File: config.mk
export PLATFORM = sky130hd
export DESIGN_NAME = axi_resp_hold
export DESIGN_NICKNAME = d
export VERILOG_FILES = /design/src/axi_mem_pkg.sv /design/src/axi_resp_hold.sv
export SDC_FILE = /design/constraint.sdc
export NUM_CORES = 1
export LEC_CHECK = 0
export ABC_AREA = 0
export BUFFER_PORTS_ARGS = -buffer_cell sky130_fd_sc_hd__buf_2
export CAP_MARGIN = 5
export CORE_AREA = 2 2 60 62
export CTS_CLUSTER_DIAMETER = 120
export DETAILED_ROUTE_END_ITERATION = 8
export DIE_AREA = 0 0 62 64
export PLACE_DENSITY = 0.86
export SETUP_SLACK_MARGIN = 0.1
export SLEW_MARGIN = 20
export SYNTH_ARGS = -nofsm -noshare
export SYNTH_HDL_FRONTEND = slang
export SYNTH_SLANG_ARGS = --single-unit
File: constraint.sdc
create_clock -name clk -period 1.55 [get_ports clk]
set_clock_uncertainty 0.05 [all_clocks]
set_input_delay 0.465 -clock clk [delete_from_list [all_inputs] [get_ports clk]]
set_output_delay 0.465 -clock clk [all_outputs]
set_load 0.05 [all_outputs]
File: src/axi_mem_pkg.sv
package axi_mem_pkg;

  // Kind of transaction held by the bridge.
  typedef enum logic {
    OP_READ  = 1'b0,
    OP_WRITE = 1'b1
  } axi_op_t;

  // Request acceptance states.
  typedef enum logic [1:0] {
    REQ_IDLE  = 2'd0, // Waiting for AR or AW.
    REQ_WDATA = 2'd1, // Address taken, waiting for the W beat.
    REQ_BUSY  = 2'd2  // Transaction in flight until release.
  } req_state_t;

  // Memory access sequencer states.
  typedef enum logic [1:0] {
    SEQ_IDLE = 2'd0,
    SEQ_LOW  = 2'd1, // Word at the doubleword address.
    SEQ_HIGH = 2'd2, // Word at the doubleword address plus 4.
    SEQ_DONE = 2'd3
  } seq_state_t;

  localparam logic [1:0] RESP_OKAY = 2'b00;

endpackage

File: src/axi_resp_hold.sv
`timescale 1ns/100ps

module axi_resp_hold #(
  parameter int ID_WIDTH = 4
) (
  input  logic                 clk,
  input  logic                 rst_n,

  input  logic                 done_i,
  input  axi_mem_pkg::axi_op_t op_i,
  input  logic [ID_WIDTH-1:0]  id_i,
  input  logic [63:0]          rdata_i,

  output logic                 r_valid_o,
  output logic [63:0]          r_data_o,
  output logic [ID_WIDTH-1:0]  r_id_o,
  output logic [1:0]           r_resp_o,
  output logic                 r_last_o,
  input  logic                 r_ready_i,

  output logic                 b_valid_o,
  output logic [ID_WIDTH-1:0]  b_id_o,
  output logic [1:0]           b_resp_o,
  input  logic                 b_ready_i,

  output logic                 release_o
);

  logic                r_hs;
  logic                b_hs;
  logic [ID_WIDTH-1:0] id_q;

  assign r_hs = r_valid_o && r_ready_i;
  assign b_hs = b_valid_o && b_ready_i;

  always_ff @(posedge clk or negedge rst_n)
  begin
    if (!rst_n)
    begin
      r_valid_o <= 1'b0;
      b_valid_o <= 1'b0;
    end
    else if (done_i)
    begin
      r_valid_o <= (op_i == axi_mem_pkg::OP_READ);
      b_valid_o <= (op_i == axi_mem_pkg::OP_WRITE);
    end
    else
    begin
      if (r_hs)
        r_valid_o <= 1'b0;
      if (b_hs)
        b_valid_o <= 1'b0;
    end
  end

  always_ff @(posedge clk)
  begin
    if (done_i)
      id_q <= id_i;
  end

  assign r_data_o  = rdata_i; // Held by the sequencer until the next start.
  assign r_id_o    = id_q;
  assign r_resp_o  = axi_mem_pkg::RESP_OKAY;
  assign r_last_o  = 1'b1; // Single beat only.
  assign b_id_o    = id_q;
  assign b_resp_o  = axi_mem_pkg::RESP_OKAY;
  assign release_o = r_hs || b_hs;

  a_r_hold: assert property (@(posedge clk) disable iff (!rst_n)
    r_valid_o && !r_ready_i |=> r_valid_o && $stable(r_data_o) && $stable(r_id_o));

  a_b_hold: assert property (@(posedge clk) disable iff (!rst_n)
    b_valid_o && !b_ready_i |=> b_valid_o && $stable(b_id_o));

endmodule

==> impl_metrics.py <==
metrics = {
    "routing": {
        "postRouteAntennaNets": 0,
        "avgRoutedWirePerCell_microns": 14.7,
        "drt-total-wl_microns": 1310,
        "viasPerCell": 3.45,
        "drc": 0,
        "drt-pass1-iter-count": 2,
        "route.vias.total": 307,
        "dr.first_iter.drc_count": 4,
    },
    "floorplan": {
        "rows": 21,
        "die_area_sq_um": 3970,
        "io_pins": 154,
        "dieWidth_microns": 62,
        "initial_core_util_pct": 23.3,
        "die_h_microns": 64,
        "fp.coreArea_sq_um": 3280,
    },
    "worst_setup_path": {
        "worstPathCellList": "a22o_4 -> buf_8",
        "critPathMaxFanout": 2,
        "cp_slowest_cell": "dfrtp_2",
        "criticalPathCategory": "reg2out",
        "cp.required_ns": 1.03,
        "crit-reg2reg-launch": "r_valid_o",
        "rrSetupSlack_ns": 0.67,
        "rr_endpoint": "r_valid_o",
        "cp-start-kind": "flop",
        "critPathMaxStageDelay_ns": 0.41,
        "crit_path_end_kind": "primary output",
        "reg2reg_depth": 2,
        "worstPathArrival_ns": 1.04,
    },
    "power": {
        "p_int_mw": 0.321,
        "p_per_area_nw_per_um2": 1100,
        "p_leak_nw": 0.215,
        "pwr-share-seq_pct": 38.3,
        "switching_share_pct": 37.5,
        "clkPwrFrac_pct": 27.4,
        "ir_drop_mv": 0.324,
        "combPwrFrac_pct": 34.2,
        "p_sw_mw": 0.192,
    },
    "synth": {
        "syn-cell-area_sq_um": 766,
        "synth_cells": 88,
        "synth_cell_types": 10,
        "avgSynthCellArea_sq_um": 8.70,
        "ys_seq_elements": 6,
        "yosysWarnings": 0,
        "yosysTopAreaCellShare_pct": 71.6,
        "yosysTopAreaCell": "buf_4",
        "netlist_top_cells_area": "buf_4 72%, edfxtp_1 16%, dfrtp_1 6.5%, a22o_1 2.3%, conb_1 0.98%",
        "ys_seq_area_share_pct": 22.2,
    },
    "cells_and_area": {
        "fill_cells": 384,
        "final_common_cell": "buf_2",
        "seq_area_sq_um": 173,
        "nets": 119,
        "n_antenna_cell": 0,
        "final_cell_mix": "14 x buf_2, 5 x conb_1, 5 x clkbuf_4",
        "syn_to_final_growth_pct": -38.9,
        "multiInputGateArea_sq_um": 63.8,
        "drive_gt1_share_pct": 62.8,
    },
    "status": {
        "status": "finished, violations left",
        "violations": "setup timing",
    },
    "placed_design": {
        "port_buffers": 20,
        "globalplace.congestion": 0.692,
        "place_ws_ns": 0.0343,
    },
    "hold_path": {
        "min_path_cells": 1,
        "worstHoldStart": "id_i[0]",
        "holdPathEnd": "b_id_o[0]",
        "hp-class": "in2reg",
    },
    "grt": {
        "grt_pass1_vias": 312,
        "grt_max_degree": 9,
        "antenna_found_initial": 0,
        "overflow": 0,
        "grt_use_total_pct": 6.01,
        "grt_pass1_wl_microns": 1600,
    },
    "sta": {
        "worst_slack_ns": -0.00368,
        "fin_crit_sh_pct": 100,
        "max_freq_mhz": 644,
        "rsz0062_at_grt": "yes",
        "final.setup.tns_ns": -0.00368,
        "setup_viol": 1,
        "slew_viol_final": 0,
        "finalHoldViolations": 0,
        "period_minus_slack_ns": 1.55,
    },
    "clock_network": {
        "cts_buffer_depth": 2,
        "cts_root_buf": "clkbuf_4",
        "clk_pin_slew_worst_paths_ns": 0.04,
        "cts_tree": "yes",
        "cts_buffers": 3,
        "clk-insertion-delay-late_ns": 0.24,
        "cts_max_level": 1,
        "clkSinkCount": 6,
    },
    "job": {
        "maxCapViolations": 0,
    },
}
-- kinds of logic after synthesis --
logic type	Yosys count	synth area share (%)
other cells	2	0.981
compound gates	3	2.94
simple gates	3	1.80
flops	6	22.2
buf+inv	74	72.1
-- flip-flops by register name, summed over array words and instances, names as in the netlist --
signal     cells
b_valid_o      1
b_id_o         4
r_valid_o      1
-- cells in the mapped netlist --
master	number
buf_4	73
edfxtp_1	4
a22o_1	2
conb_1	2
dfrtp_1	2
inv_1	1
nand2_1	1
nand2b_1	1
nor2_1	1
o21ai_1	1
-- metrics by stage --
stage               util (%)  hold slack, ns  area [sq um]  power [mW]  cells
floorplan                  -           0.119           781       0.777     91
global placement        11.9           0.202           390       0.351     84
detailed placement      11.9           0.203           390       0.352     84
CTS                     13.8           0.342           454       0.512     89
global route            14.2           0.332           468       0.542     89
finish                  14.2           0.351           468       0.513     89
-- critical path: cells and delay by family (launching register included) --
kind	cells	cell delay (ns)
buf+inv	1	0.15
compound gates	1	0.25
flops	1	0.41
-- how the worst max path moves through the flow --
| stage | from | endpoint | slack (ns) |
|---|---|---|---|
| floorplan | r_valid_o | release_o | 0.13 |
| global placement | r_ready_i | release_o | 0.04 |
| detailed placement | r_ready_i | release_o | 0.03 |
| CTS | r_valid_o | release_o | -0.006 |
| global route | r_valid_o | release_o | -0.03 |
| finish | r_valid_o | release_o | -0.004 |
-- layer usage --
layer | global-route usage [%] | share of wire [%] | vias to the layer above
li1 | - | - | 103
met1 | 5.06 | 28 | 125
met2 | 5.73 | 36 | 61
met3 | 6.68 | 26 | 18
met4 | 8.78 | 9.3 | 0
met5 | 0 | 0 | -
-- power by group through the flow --
stage	Clock (mW)	Combinational [mW]	Sequential (mW)
global placement	0	0.153	0.198
CTS	0.146	0.170	0.196
detailed placement	0	0.153	0.199
global route	0.158	0.185	0.198
finish	0.141	0.176	0.196
floorplan	0	0.539	0.239
-- cell type report --
type | instances | area share (%)
flip-flops and latches | 6 | 36.9
repair buffers | 22 | 31.6
multi-input cells | 11 | 13.6
well taps | 46 | 12.3
clock buffers | 3 | 4.81
inverters | 1 | 0.802
-- repair_timing --
item                                   4_1_cts  5_1_grt
gates resized for setup                      6        7
setup buffers                                1        0
setup endpoints to repair                    1        5
pin swaps                                    1        0
hold buffers                                 1        0
gates cloned                                 0        0
endpoints found under the hold margin        2        0
No activity file was read; power rests on OpenSTA's default activity.
