### src/axi_mem_pkg.sv
package axi_mem_pkg;

  // Kind of transaction held by the bridge.
  typedef enum logic {
    OP_READ  = 1'b0,
    OP_WRITE = 1'b1
  } axi_op_t;

  // Request acceptance states.
  typedef enum logic [1:0] {
    REQ_IDLE  = 2'd0, // Waiting for AR or AW.
    REQ_WDATA = 2'd1, // Address taken, waiting for the W beat.
    REQ_BUSY  = 2'd2  // Transaction in flight until release.
  } req_state_t;

  // Memory access sequencer states.
  typedef enum logic [1:0] {
    SEQ_IDLE = 2'd0,
    SEQ_LOW  = 2'd1, // Word at the doubleword address.
    SEQ_HIGH = 2'd2, // Word at the doubleword address plus 4.
    SEQ_DONE = 2'd3
  } seq_state_t;

  localparam logic [1:0] RESP_OKAY = 2'b00;

endpackage

### src/axi_req_accept.sv
`timescale 1ns/100ps

module axi_req_accept #(
  parameter int ADDR_WIDTH = 32,
  parameter int ID_WIDTH   = 4
) (
  input  logic                  clk,
  input  logic                  rst_n,

  input  logic                  ar_valid_i,
  input  logic [ADDR_WIDTH-1:0] ar_addr_i,
  input  logic [ID_WIDTH-1:0]   ar_id_i,
  output logic                  ar_ready_o,

  input  logic                  aw_valid_i,
  input  logic [ADDR_WIDTH-1:0] aw_addr_i,
  input  logic [ID_WIDTH-1:0]   aw_id_i,
  output logic                  aw_ready_o,

  input  logic                  w_valid_i,
  input  logic [63:0]           w_data_i,
  input  logic [7:0]            w_strb_i,
  output logic                  w_ready_o,

  input  logic                  release_i,

  output logic                  start_o,
  output axi_mem_pkg::axi_op_t  op_o,
  output logic [ADDR_WIDTH-1:0] addr_o,
  output logic [63:0]           wdata_o,
  output logic [7:0]            wstrb_o,
  output logic [ID_WIDTH-1:0]   id_o
);

  axi_mem_pkg::req_state_t state_q;
  axi_mem_pkg::req_state_t state_d;
  logic                    ar_hs;
  logic                    aw_hs;
  logic                    w_hs;

  // Read wins when both address channels are valid.
  assign ar_ready_o = (state_q == axi_mem_pkg::REQ_IDLE) && ar_valid_i;
  assign aw_ready_o = (state_q == axi_mem_pkg::REQ_IDLE) && aw_valid_i && !ar_valid_i;
  assign w_ready_o  = (state_q == axi_mem_pkg::REQ_WDATA);

  assign ar_hs = ar_valid_i && ar_ready_o;
  assign aw_hs = aw_valid_i && aw_ready_o;
  assign w_hs  = w_valid_i && w_ready_o;

  always_comb
  begin
    state_d = state_q;
    case (state_q)
      axi_mem_pkg::REQ_IDLE:
      begin
        if (ar_hs)
          state_d = axi_mem_pkg::REQ_BUSY;
        else if (aw_hs)
          state_d = axi_mem_pkg::REQ_WDATA;
      end
      axi_mem_pkg::REQ_WDATA:
      begin
        if (w_hs)
          state_d = axi_mem_pkg::REQ_BUSY;
      end
      axi_mem_pkg::REQ_BUSY:
      begin
        if (release_i)
          state_d = axi_mem_pkg::REQ_IDLE; // Response accepted.
      end
      default:
        state_d = axi_mem_pkg::REQ_IDLE;
    endcase
  end

  always_ff @(posedge clk or negedge rst_n)
  begin
    if (!rst_n)
    begin
      state_q <= axi_mem_pkg::REQ_IDLE;
      start_o <= 1'b0;
      op_o    <= axi_mem_pkg::OP_READ;
    end
    else
    begin
      state_q <= state_d;
      start_o <= (state_d == axi_mem_pkg::REQ_BUSY) && (state_q != axi_mem_pkg::REQ_BUSY);
      if (ar_hs)
        op_o <= axi_mem_pkg::OP_READ;
      else if (aw_hs)
        op_o <= axi_mem_pkg::OP_WRITE;
    end
  end

  always_ff @(posedge clk)
  begin
    if (ar_hs)
    begin
      addr_o <= ar_addr_i;
      id_o   <= ar_id_i;
    end
    else if (aw_hs)
    begin
      addr_o <= aw_addr_i;
      id_o   <= aw_id_i;
    end
    if (w_hs)
    begin
      wdata_o <= w_data_i;
      wstrb_o <= w_strb_i;
    end
  end

  a_release_in_busy: assert property (@(posedge clk) disable iff (!rst_n)
    release_i |-> (state_q == axi_mem_pkg::REQ_BUSY));

endmodule

### config.mk
export PLATFORM = sky130hd
export DESIGN_NAME = axi_req_accept
export DESIGN_NICKNAME = d
export VERILOG_FILES = /design/src/axi_mem_pkg.sv /design/src/axi_req_accept.sv
export SDC_FILE = /design/constraint.sdc
export NUM_CORES = 1
export LEC_CHECK = 0
export BUFFER_PORTS_ARGS = -buffer_cell sky130_fd_sc_hd__buf_2
export CORE_MARGIN = 3
export CORE_UTILIZATION = 43
export CTS_BUF_LIST = sky130_fd_sc_hd__clkbuf_8
export CTS_CLUSTER_DIAMETER = 150
export DETAILED_ROUTE_END_ITERATION = 12
export MAX_ROUTING_LAYER = met4
export PLACE_DENSITY = 0.92
export SYNTH_ARGS = -nofsm -noshare
export SYNTH_HDL_FRONTEND = slang
export SYNTH_SLANG_ARGS = --single-unit
### constraint.sdc
create_clock -name clk -period 4 [get_ports clk]
set_clock_uncertainty 0.1 [all_clocks]
set_input_delay 0.6 -clock clk [delete_from_list [all_inputs] [get_ports clk]]
set_output_delay 0.6 -clock clk [all_outputs]
set_load 0.01 [all_outputs]
==> results.md <==
- Die area: 0.0105 mm²
- Leakage Power: 2.46 nW
- Largest net degree at the start of global routing: 66
- H-tree levels: 3
- Final period util: 63.3%
- Mapped Cells: 172
- ANT cells: 0
- Top cells by area, synth: edfxtp_1, mux2_4, mux2_2
- # port buffers: 262
- Chip Height: 103 µm
- Crit path from: state_q[0]
- Clock latency on the worst-skew pair: 0.36 ns
- PostCTS Resize Cnt: 0
- R2r setup slk: 1.92 ns
- Initial Util: 45.2%
- Clock slew at reported path FFs: 0.11 ns
- Layout cells sized above 1: 72.1%
- Fin area: 0.00563 mm²
- Post-DP Area: 0.00542 mm²
- Slew Limit Fails: 0
- Max transition margin: 47.4%
- Final hold slack: 0.305 ns
- Non-filler cells, final: 556
- Bufs and invs on worst path: 2
- Netlist cell types: 20
- Worst path slowest cell: dfrtp_1
- Synthesized cell area: 0.00402 mm²
- Nets: 593
- Syn_area_per_cell: 23.4 µm²
- Max-cap check violation count: 0
- CTS sink cnt: 112
- Num rows: 34
- Worst Reg-to-Reg Cells: 2
- Fill cells: 641
- Final Hold Viols: 0
- Arrival time of the worst setup path: 1.83 ns
- DR vias: 2,615
- Core area: 0.00889 mm²
- Peak VDD IR: 278 µV
- Synth top area share: 80.7%
- RR Endpoint: wdata_o[6]
- DP Worst Slack: 1.64 ns
- Placed instance count: 539
- WL final: 9.67 mm
- Syn_nets: 322
- YS warnings: 0
- Final setup violation count: 0
- TritonCTS clock tree: built
- Power after layout: 2.89 mW
- Worst EP required: 3.30 ns
- Sequential area share after synthesis: 83.2%
- Total CTS buffers: 9
- Hold Startpoint: w_strb_i[6]
- Initial DRT Pass Iterations: 4
- Worst Hold End: wstrb_o[6]
- Critical Path End Type: output port
- CTS max path bufs: 2
- Startpoint Class: register
- Status: completed
- DR WL/cell: 17.4 µm
- Minimum clock period: 2.53 ns
- Grt ovf: 0
- DRC viols: 0
- Routability Congestion: 0.749
- Type of the worst setup path: register to output port
- Max incr delay on CP: 0.50 ns
- Power per Cell Area: 514 mW/mm²
- Hold Crit Depth: 1
- Vias per cell: 4.70
- Worst path top cell family by delay: buffers and inverters
- Area Growth Syn to Fin: 40.1%
- Slew @ Worst Pin: 0.789 ns
- Setup WS post-layout: 1.47 ns
- Clock Tree Root: clkbuf_8
- Worst hold path class: input port to register
- Worst-path maximum fanout: 38
- Initial antenna violation count: 0
- Crit-path cells: nor3b_4 -> buf_4 -> buf_2
- Final Util: 63.3%
- Starting DRT DRC Count: 76
- Vias in the first global route: 2,763
- RSZ-0062 raised after global routing: no
- Die width: 103 µm
- Total Routing Usage GR: 17.7%
- Hpwl dp: 7.69 mm
- First-pass GRT wire length: 13.4 mm
- Setup TNS: 0 ns
- Cell taking the most area after synthesis: edfxtp_1
- Routed Antenna Nets: 0
- Num ports: 263
- Seq cells post-synth: 112
- Worst r2r src: state_q[1]
- Max Fclk: 395 MHz
==> synthesized netlist by cell type <==
cell	number
buf_2	1
nor3_1	1
nor2_1	4
buf_12	2
nor3b_4	1
mux2i_1	1
buf_6	2
or2_2	1
nand2b_1	1
mux2_2	16
buf_4	1
and3b_1	1
edfxtp_1	108
a21oi_1	2
nand2_1	1
inv_1	2
a31o_2	1
or3b_2	2
dfrtp_1	4
mux2_4	20
==> worst reg2reg max path, delay by kind of cell (launching register included) <==
kind	cells	cell delay, ns
buffers and inverters	1	0.65
DFF	1	0.50
and+or+nand+nor	1	0.40
==> flip-flops by register name, indices dropped and copies added, names as in the netlist <==
signal,flops
start_o,1
wdata_o,64
wstrb_o,8
addr_o,32
state_q,2
id_o,4
op_o,1
==> power by group <==
group	switching, mW	internal (mW)
Clock	0.375	0.297
Combinational	0.341	0.300
Sequential	0.0607	1.52
==> worst max-delay path by stage <==
stage,to,cells past startpoint
CTS,ar_ready_o,3
detailed placement,ar_ready_o,4
finish,ar_ready_o,3
global placement,ar_ready_o,4
global route,ar_ready_o,3
floorplan,addr_o[0],2
==> repair_timing <==
action | 4_1_cts | 5_1_grt
hold buffers | 1 | 0
endpoints found under the hold margin | 4 | 0
buffers inserted | 0 | 0
==> final cells by class <==
type / count / area (µm²) / share of cell area (%)
Tap cell: 108 / 135 / 2.40
Multi-Input combinational cell: 52 / 597 / 10.6
Inverter: 2 / 7.51 / 0.133
Clock inverter: 7 / 76.3 / 1.36
Sequential cell: 112 / 3340 / 59.4
Clock buffer: 9 / 124 / 2.20
Timing Repair Buffer: 266 / 1340 / 23.9
==> logic make-up after synthesis <==
family	after synthesis	synth area share, %
AO/OA/AOI/OAI	3	0.467
buffers and inverters	8	2.06
flip-flops	112	83.2
multiplexers	37	12.2
AND/OR/NAND/NOR	12	2.02
==> per-layer routing <==
| layer | vias to the layer above | track usage (%) | wire length, µm |
|---|---|---|---|
| met1 | 1218 | 16.8 | 3160 |
| met5 | - | - | 0 |
| met4 | 0 | 6.76 | 177 |
| met2 | 170 | 32.1 | 5240 |
| met3 | 15 | 6.70 | 1100 |
| li1 | 1212 | - | - |
==> placed cells by master (no fill, tap or decap) <==
cell type      count
mux2i_1            1
clkinv_4           1
buf_2            262
clkinv_2           1
edfxtp_1         108
inv_1              3
nor3_2             1
buf_4              3
dfrtp_1            4
and3b_2            1
nor2_1             4
dlygate4sd3_1      1
nand2b_1           1
bufinv_16          1
or2_2              1
inv_6              2
mux2_2            16
inv_8              1
nand2_1            1
clkbuf_8           9
a21oi_1            2
or3b_2             2
nor3b_4            1
mux2_4            20
a31o_2             1
No activity file was read; power rests on OpenSTA's default activity.
