<file path="config.mk">
export PLATFORM = sky130hd
export DESIGN_NAME = mem_access_seq
export DESIGN_NICKNAME = d
export VERILOG_FILES = /design/src/axi_mem_pkg.sv /design/src/mem_access_seq.sv
export SDC_FILE = /design/constraint.sdc
export NUM_CORES = 1
export LEC_CHECK = 0
export ABC_AREA = 1
export BUFFER_PORTS_ARGS = -buffer_cell sky130_fd_sc_hd__buf_2
export CORE_AREA = 2 2 107 109
export DETAILED_ROUTE_END_ITERATION = 12
export DIE_AREA = 0 0 109 111
export MAX_ROUTING_LAYER = met4
export RECOVER_POWER = 100
export SLEW_MARGIN = 20
export SYNTH_ARGS = -nofsm -noshare
export SYNTH_HDL_FRONTEND = slang
export SYNTH_SLANG_ARGS = --single-unit
export TNS_END_PERCENT = 50
</file>
<file path="constraint.sdc">
create_clock -name clk -period 2.9 [get_ports clk]
set_input_delay 0.58 -clock clk [delete_from_list [all_inputs] [get_ports clk]]
set_output_delay 0.58 -clock clk [all_outputs]
set_load 0.05 [all_outputs]
</file>
<file path="src/axi_mem_pkg.sv">
package axi_mem_pkg;

  // Kind of transaction held by the bridge.
  typedef enum logic {
    OP_READ  = 1'b0,
    OP_WRITE = 1'b1
  } axi_op_t;

  // Request acceptance states.
  typedef enum logic [1:0] {
    REQ_IDLE  = 2'd0, // Waiting for AR or AW.
    REQ_WDATA = 2'd1, // Address taken, waiting for the W beat.
    REQ_BUSY  = 2'd2  // Transaction in flight until release.
  } req_state_t;

  // Memory access sequencer states.
  typedef enum logic [1:0] {
    SEQ_IDLE = 2'd0,
    SEQ_LOW  = 2'd1, // Word at the doubleword address.
    SEQ_HIGH = 2'd2, // Word at the doubleword address plus 4.
    SEQ_DONE = 2'd3
  } seq_state_t;

  localparam logic [1:0] RESP_OKAY = 2'b00;

endpackage

</file>
<file path="src/mem_access_seq.sv">
`timescale 1ns/100ps

module mem_access_seq #(
  parameter int ADDR_WIDTH = 32
) (
  input  logic                  clk,
  input  logic                  rst_n,

  input  logic                  start_i,
  input  axi_mem_pkg::axi_op_t  op_i,
  input  logic [ADDR_WIDTH-1:0] addr_i,
  input  logic [63:0]           wdata_i,
  input  logic [7:0]            wstrb_i,

  output logic                  mem_req_o,
  output logic                  mem_we_o,
  output logic [ADDR_WIDTH-1:0] mem_addr_o,
  output logic [3:0]            mem_be_o,
  output logic [31:0]           mem_wdata_o,
  input  logic [31:0]           mem_rdata_i,

  output logic                  done_o,
  output logic [63:0]           rdata_o
);

  axi_mem_pkg::seq_state_t state_q;
  axi_mem_pkg::seq_state_t state_d;
  logic                    is_read;

  assign is_read = (op_i == axi_mem_pkg::OP_READ);

  always_comb
  begin
    state_d = state_q;
    case (state_q)
      axi_mem_pkg::SEQ_IDLE:
      begin
        if (start_i)
          state_d = axi_mem_pkg::SEQ_LOW;
      end
      axi_mem_pkg::SEQ_LOW:
        state_d = axi_mem_pkg::SEQ_HIGH;
      axi_mem_pkg::SEQ_HIGH:
        state_d = axi_mem_pkg::SEQ_DONE;
      axi_mem_pkg::SEQ_DONE:
        state_d = axi_mem_pkg::SEQ_IDLE;
      default:
        state_d = axi_mem_pkg::SEQ_IDLE;
    endcase
  end

  always_ff @(posedge clk or negedge rst_n)
  begin
    if (!rst_n)
      state_q <= axi_mem_pkg::SEQ_IDLE;
    else
      state_q <= state_d;
  end

  // Bits 2:0 of the request address are dropped.
  always_comb
  begin
    mem_req_o   = 1'b0;
    mem_addr_o  = {addr_i[ADDR_WIDTH-1:3], 3'b000};
    mem_be_o    = wstrb_i[3:0];
    mem_wdata_o = wdata_i[31:0];
    case (state_q)
      axi_mem_pkg::SEQ_LOW:
      begin
        mem_req_o = 1'b1;
      end
      axi_mem_pkg::SEQ_HIGH:
      begin
        mem_req_o   = 1'b1;
        mem_addr_o  = {addr_i[ADDR_WIDTH-1:3], 3'b100};
        mem_be_o    = wstrb_i[7:4];
        mem_wdata_o = wdata_i[63:32];
      end
      default:
      begin
        mem_req_o = 1'b0;
      end
    endcase
  end

  assign mem_we_o = mem_req_o && !is_read;
  assign done_o   = (state_q == axi_mem_pkg::SEQ_DONE);

  // Memory returns each word one cycle after its request.
  always_ff @(posedge clk)
  begin
    if (is_read && (state_q == axi_mem_pkg::SEQ_HIGH))
      rdata_o[31:0] <= mem_rdata_i; // Low word.
    if (is_read && (state_q == axi_mem_pkg::SEQ_DONE))
      rdata_o[63:32] <= mem_rdata_i; // High word.
  end

  a_start_when_idle: assert property (@(posedge clk) disable iff (!rst_n)
    start_i |-> (state_q == axi_mem_pkg::SEQ_IDLE));

endmodule

</file>
==> metrics.txt, run 1 <==
run status finished with violations; violated checks max-capacitance violations, max-slew violations; H-tree levels 3; slowest stage delay, CP 460 ps; DRT Pass-1 Iters 4; skew final 6.18 ps; via count 2291; Die Ht 111 um; row count 39; FF+latch count, synth 66; Largest delay share family, worst path buffers and inverters; CP cell instances inv_1 -> ha_1 -> inv_2 -> nand2_1 -> nand2_1 -> clkbuf_2; CTS resizes 0; r2r worst-path depth 4; post-CTS setup buffers 0; cell mode on critical path nand2_1; largest cells by area after synthesis edfxtp_1, nand2_1, buf_4, dfrtp_1, ha_1; Final Hold Vio Count 0; Synth Cell Area 0.00280 mm2; die width 109 um; global route total overflow 0; storage element area 0.00197 mm2; Final Max Slew Viols 33; Finish-stage setup viols 0; Max Cap Viol 1; WP data required 2320 ps; routability cong. 0.831; fmax 386 MHz; Slew HR -18.3%; post-synthesis cell type with the largest combined area edfxtp_1; setup ws final 311 ps; CTS tree built; Synth Instances 236; initial antenna violation count 0; Yosys top cell area share 68.7%; Max clock buf depth 2; Hold Path Class in -> async; Avg Inst Size Synth 11.9 um2; GR Util All Layers 12.7%; antenna-violating nets left 0; TritonCTS Buffers 9; Initial DRC Count 141; pre-CTS setup slack 642 ps; first-pass GRT wire length 11200 um; WP data arrival 2010 ps; Root Buffer clkbuf_16; DRC errors left 0; input/output buffers 211; io pins 275; CP max-delay cell inv_2; warnings from Yosys 0; worst skew pair latency 320 ps; final WL 7860 um; Pleak 1.77 nW; Critical Path Source Type flip-flop; Die ar. 0.0121 mm2; Crit. End Element output port; share of cells above drive strength 1 32.9%; Final Cycle Share 89.3%; diode count 0; cts hold-fix bufs 0; Distinct cells, synth 12; CP Max Fanout 38; Worst Tran Pin Value 1770 ps; clk slew on worst S/H paths 50 ps; Fin Setup TNS 0 ps; sequential share of the synthesized area 70.5%; Core Area 0.0111 mm2; Power Dens Cells 1200 mW/mm2; vias in the first global route 2271; Multi-input gate area 512 um2; Filler Cells Inserted 1157; post-detail-place hpwl 6330 um; CP bufs+invs 3; initial core utilization 25.3%; area grow syn2layout 41.7%; final instance area 0.00397 mm2; DP Area 0.00377 mm2; post-DR vias/cell 4.01; RSZ-0062 raised after global routing no; DR WL/cell 13.8 um; CTS Sinks 66; VDD IR max 464 uV; fin crit period 2590 ps; Final Util 35.8%; WP depth 6; # nets final 567; r2r setup slk 480 ps; largest net degree at the start of global routing 39; crit path kind reg -> out
==> cell usage in the layout, fill, tap and decap left out <==
master,n
buf_2,85
buf_4,1
bufinv_16,2
clkbuf_1,91
clkbuf_16,9
clkbuf_2,37
clkinv_1,1
clkinv_2,1
clkinvlp_4,2
conb_1,2
dfrtp_1,2
edfxtp_1,64
ha_1,4
inv_1,6
inv_2,1
inv_6,1
nand2_1,115
nand3_1,2
nor2_2,2
==> final cells by class <==
cell class	count	area share [%]
clock buffers	9	5.68
clock inverters	7	2.33
inverters	7	0.662
multi-input cells	125	12.9
flip-flops and latches	66	49.7
well taps	143	4.51
repair buffers	214	24.2
==> path summary, 6_finish.rpt <==
kind	to	startpoint
worst max register to register	rdata_o[35]	state_q[1]
min in group clk	rdata_o[60]	mem_rdata_i[28]
worst min-delay path	state_q[0]	rst_n
max in group asynchronous	state_q[1]	rst_n
worst min register to register	state_q[0]	state_q[0]
worst max-delay path	mem_wdata_o[22]	state_q[0]
==> synthesized netlist by cell type <==
master	count
buf_4	31
inv_2	1
buf_6	4
nor2_1	2
ha_1	4
edfxtp_1	64
dfrtp_1	2
inv_1	6
nand3_1	2
nand2_1	115
buf_2	4
conb_1	1
==> cell families after synthesis <==
group / count (synthesis) / synth area share (%)
simple gates: 119 / 16.0
flops: 66 / 70.5
buf+inv: 46 / 11.6
fa+ha+maj: 4 / 1.79
other cells: 1 / 0.134
==> through the flow <==
stage	hold WS, ps	instances	power (W)
6_report	42.1	571	0.00477
2_1_floorplan	284	237	0.00333
3_5_place_dp	371	555	0.00376
3_3_place_gp	369	555	0.00375
4_1_cts	30.1	571	0.00488
5_1_grt	30.1	571	0.00503
==> routing by layer <==
layer	wire length, um	global-route usage (%)	vias up
met5	0	-	-
met4	157	6.92	0
met3	805	2.70	27
met2	3830	21.3	139
met1	3060	13.8	1018
li1	-	-	1107
==> power breakdown <==
part / switching [W] / internal (W) / total [W]
clock: 0.000354 / 0.000749 / 0.00110
sequential: 0.0000507 / 0.00125 / 0.00130
combinational: 0.00198 / 0.000391 / 0.00237
==> registers in the layout, indices dropped and copies added, names as in the netlist <==
signal   count
state_q      2
rdata_o     64
Note: power is estimated with default switching activity, not from simulation.
==> run 2: changes to the inputs <==
GPL_TIMING_DRIVEN = 0   (was default)
SETUP_SLACK_MARGIN = 0.5   (was default)
==> run 2 against run 1 <==
The run now ends clean. Hold slack worse by 4.1 ps. Combinational power up 15%. Sequential cell count unchanged. Die area unchanged. Clock skew up 0.57 ps. Wire length up 12%. Via count up 13%. First-iteration DRC count down 55%. Maximum frequency up 2.1%. Clock-buffer cell count up 1. Power up 3.1%. Non-clock buffer count up 71. Critical path type unchanged.
==> metrics.txt, run 2 (synthesis gave the netlist of run 1 again) <==
DRC errors left 0; met2 wire len 4620 um; Core Area 0.0111 mm2; max FFs per register 64; post-DR vias/cell 4.03; VDD IR max 448 uV; Hold Path Class in -> async; final WL 8780 um; input/output buffers 240; cell-internal power 0.00241 W; initial core utilization 25.3%; Max Cap Viol 0; share of cells above drive strength 1 36.7%; Final Cycle Share 87.4%; DRT Pass-1 Iters 4; Non-Filler Instances 642; die width 109 um; # nets final 638; RSZ-0062 raised after global routing no; TritonCTS Buffers 9; CTS Sinks 66; via count 2589; skew final 6.76 ps; io pins 275; CTS tree built; post-detail-place hpwl 7180 um; Max clock buf depth 2; Die ar. 0.0121 mm2; initial antenna violation count 0; clock share of power 18.5%; r2r setup slk 670 ps; Fin Setup TNS 0 ps; fmax 394 MHz; diode count 0; Finish-stage setup viols 0; first-pass GRT wire length 11600 um; clk slew on worst S/H paths 50 ps; Root Buffer clkbuf_16; largest registers rdata_o: 64 flops, state_q: 2 flops; CP max-delay cell clkbuf_1; Slew HR 39.5%; Most flops, register rdata_o; area grow syn2layout 57.4%; Final Max Slew Viols 0; vias in the first global route 2452; DR WL/cell 13.7 um; fin crit period 2540 ps; cts hold-fix bufs 0; Sw Share 51.0%; Filler Cells Inserted 1170; Critical Path Source Type flip-flop; WP data arrival 1960 ps; CP Max Fanout 5; WP data required 2320 ps; Crit. End Element output port; Final Hold Vio Count 0; Initial DRC Count 63; crit path kind reg -> out; cell mode on critical path nand2_1; Psw 0.00251 W; Pleak 2.02 nW; slowest stage delay, CP 470 ps; placed insts 621; Power Dens Cells 1120 mW/mm2; run status finished, final reports clean; Die Ht 111 um; largest net degree at the start of global routing 33; routability cong. 0.857; wl on met1 2900 um; Final Power 0.00492 W; Comb pwr share 55.3%; global route total overflow 0; commonest non-fill, non-tap cell in the layout clkbuf_1; GR Util All Layers 13.4%; Worst Tran Pin Value 906 ps; CP cell instances inv_1 -> ha_1 -> buf_6 -> inv_4 -> clkbuf_16 -> nand2_1 -> nand2_1 -> clkbuf_1; Top Metal Used met4; most frequent cells in the layout clkbuf_1, nand2_1, buf_2, edfxtp_1, buf_4; antenna-violating nets left 0; H-tree levels 3; routed wl met3 1150 um; Sequential Power Share 26.3%; worst skew pair latency 320 ps; row count 39
==> run 2: cell type report <==
cell class / instances / area [um2] / area share, %
clock buffer: 10 / 229 / 5.20
clock inverter: 6 / 33.8 / 0.767
buffer: 39 / 312 / 7.07
multi-input combinational: 125 / 517 / 11.7
tap: 143 / 179 / 4.06
inverter: 7 / 28.8 / 0.653
timing repair buffer: 246 / 1130 / 25.7
sequential: 66 / 1970 / 44.8
==> run 2: power groups by stage <==
stage	Clock (W)	Combinational (W)	Sequential (W)
2_1_floorplan	0	0.00158	0.00175
5_1_grt	0.000980	0.00288	0.00131
6_report	0.000908	0.00272	0.00129
3_3_place_gp	0	0.00265	0.00131
3_5_place_dp	0	0.00267	0.00131
4_1_cts	0.000928	0.00274	0.00129
==> run 2: worst max-delay path, delay by kind of cell (launching register included) <==
family / cells / cell delay (ps)
AND/OR/NAND/NOR: 2 / 100
buffers and inverters: 5 / 910
flip-flops: 1 / 370
adder cells (fa/ha/maj): 1 / 250
==> run 2: per-stage QoR <==
step / hold WS [ps] / setup WS, ps / utilization (%) / cell area, um2
CTS: 25.6 / 475 / 40.8 / 4520
finish: 38.0 / 364 / 39.8 / 4400
floorplan: 284 / 553 / - / 2810
global placement: 368 / 401 / 37.9 / 4190
detailed placement: 370 / 682 / 38.1 / 4220
global route: 39.7 / 259 / 39.8 / 4400
==> run 2: worst paths after layout <==
| path | from | end | cells after the start |
|---|---|---|---|
| min in group clk | mem_rdata_i[7] | rdata_o[39] | 1 |
| worst min register to register | state_q[0] | state_q[0] | 2 |
| worst min-delay path | rst_n | state_q[1] | 1 |
| worst max register to register | state_q[1] | rdata_o[37] | 4 |
| max in group asynchronous | rst_n | state_q[0] | 1 |
| worst max-delay path | state_q[0] | mem_wdata_o[1] | 8 |
==> run 2: metal layers <==
metal  vias to the layer above  track usage, %
met5                         -               -
met4                         0            4.62
met3                        10            5.58
met2                       175            24.8
li1                       1251               -
met1                      1153            12.0
==> run 2: timing repair <==
action,in CTS,in global routing
buffers inserted,0,3
cloned,0,2
resized for setup,18,35
setup endpoints to repair,31,33
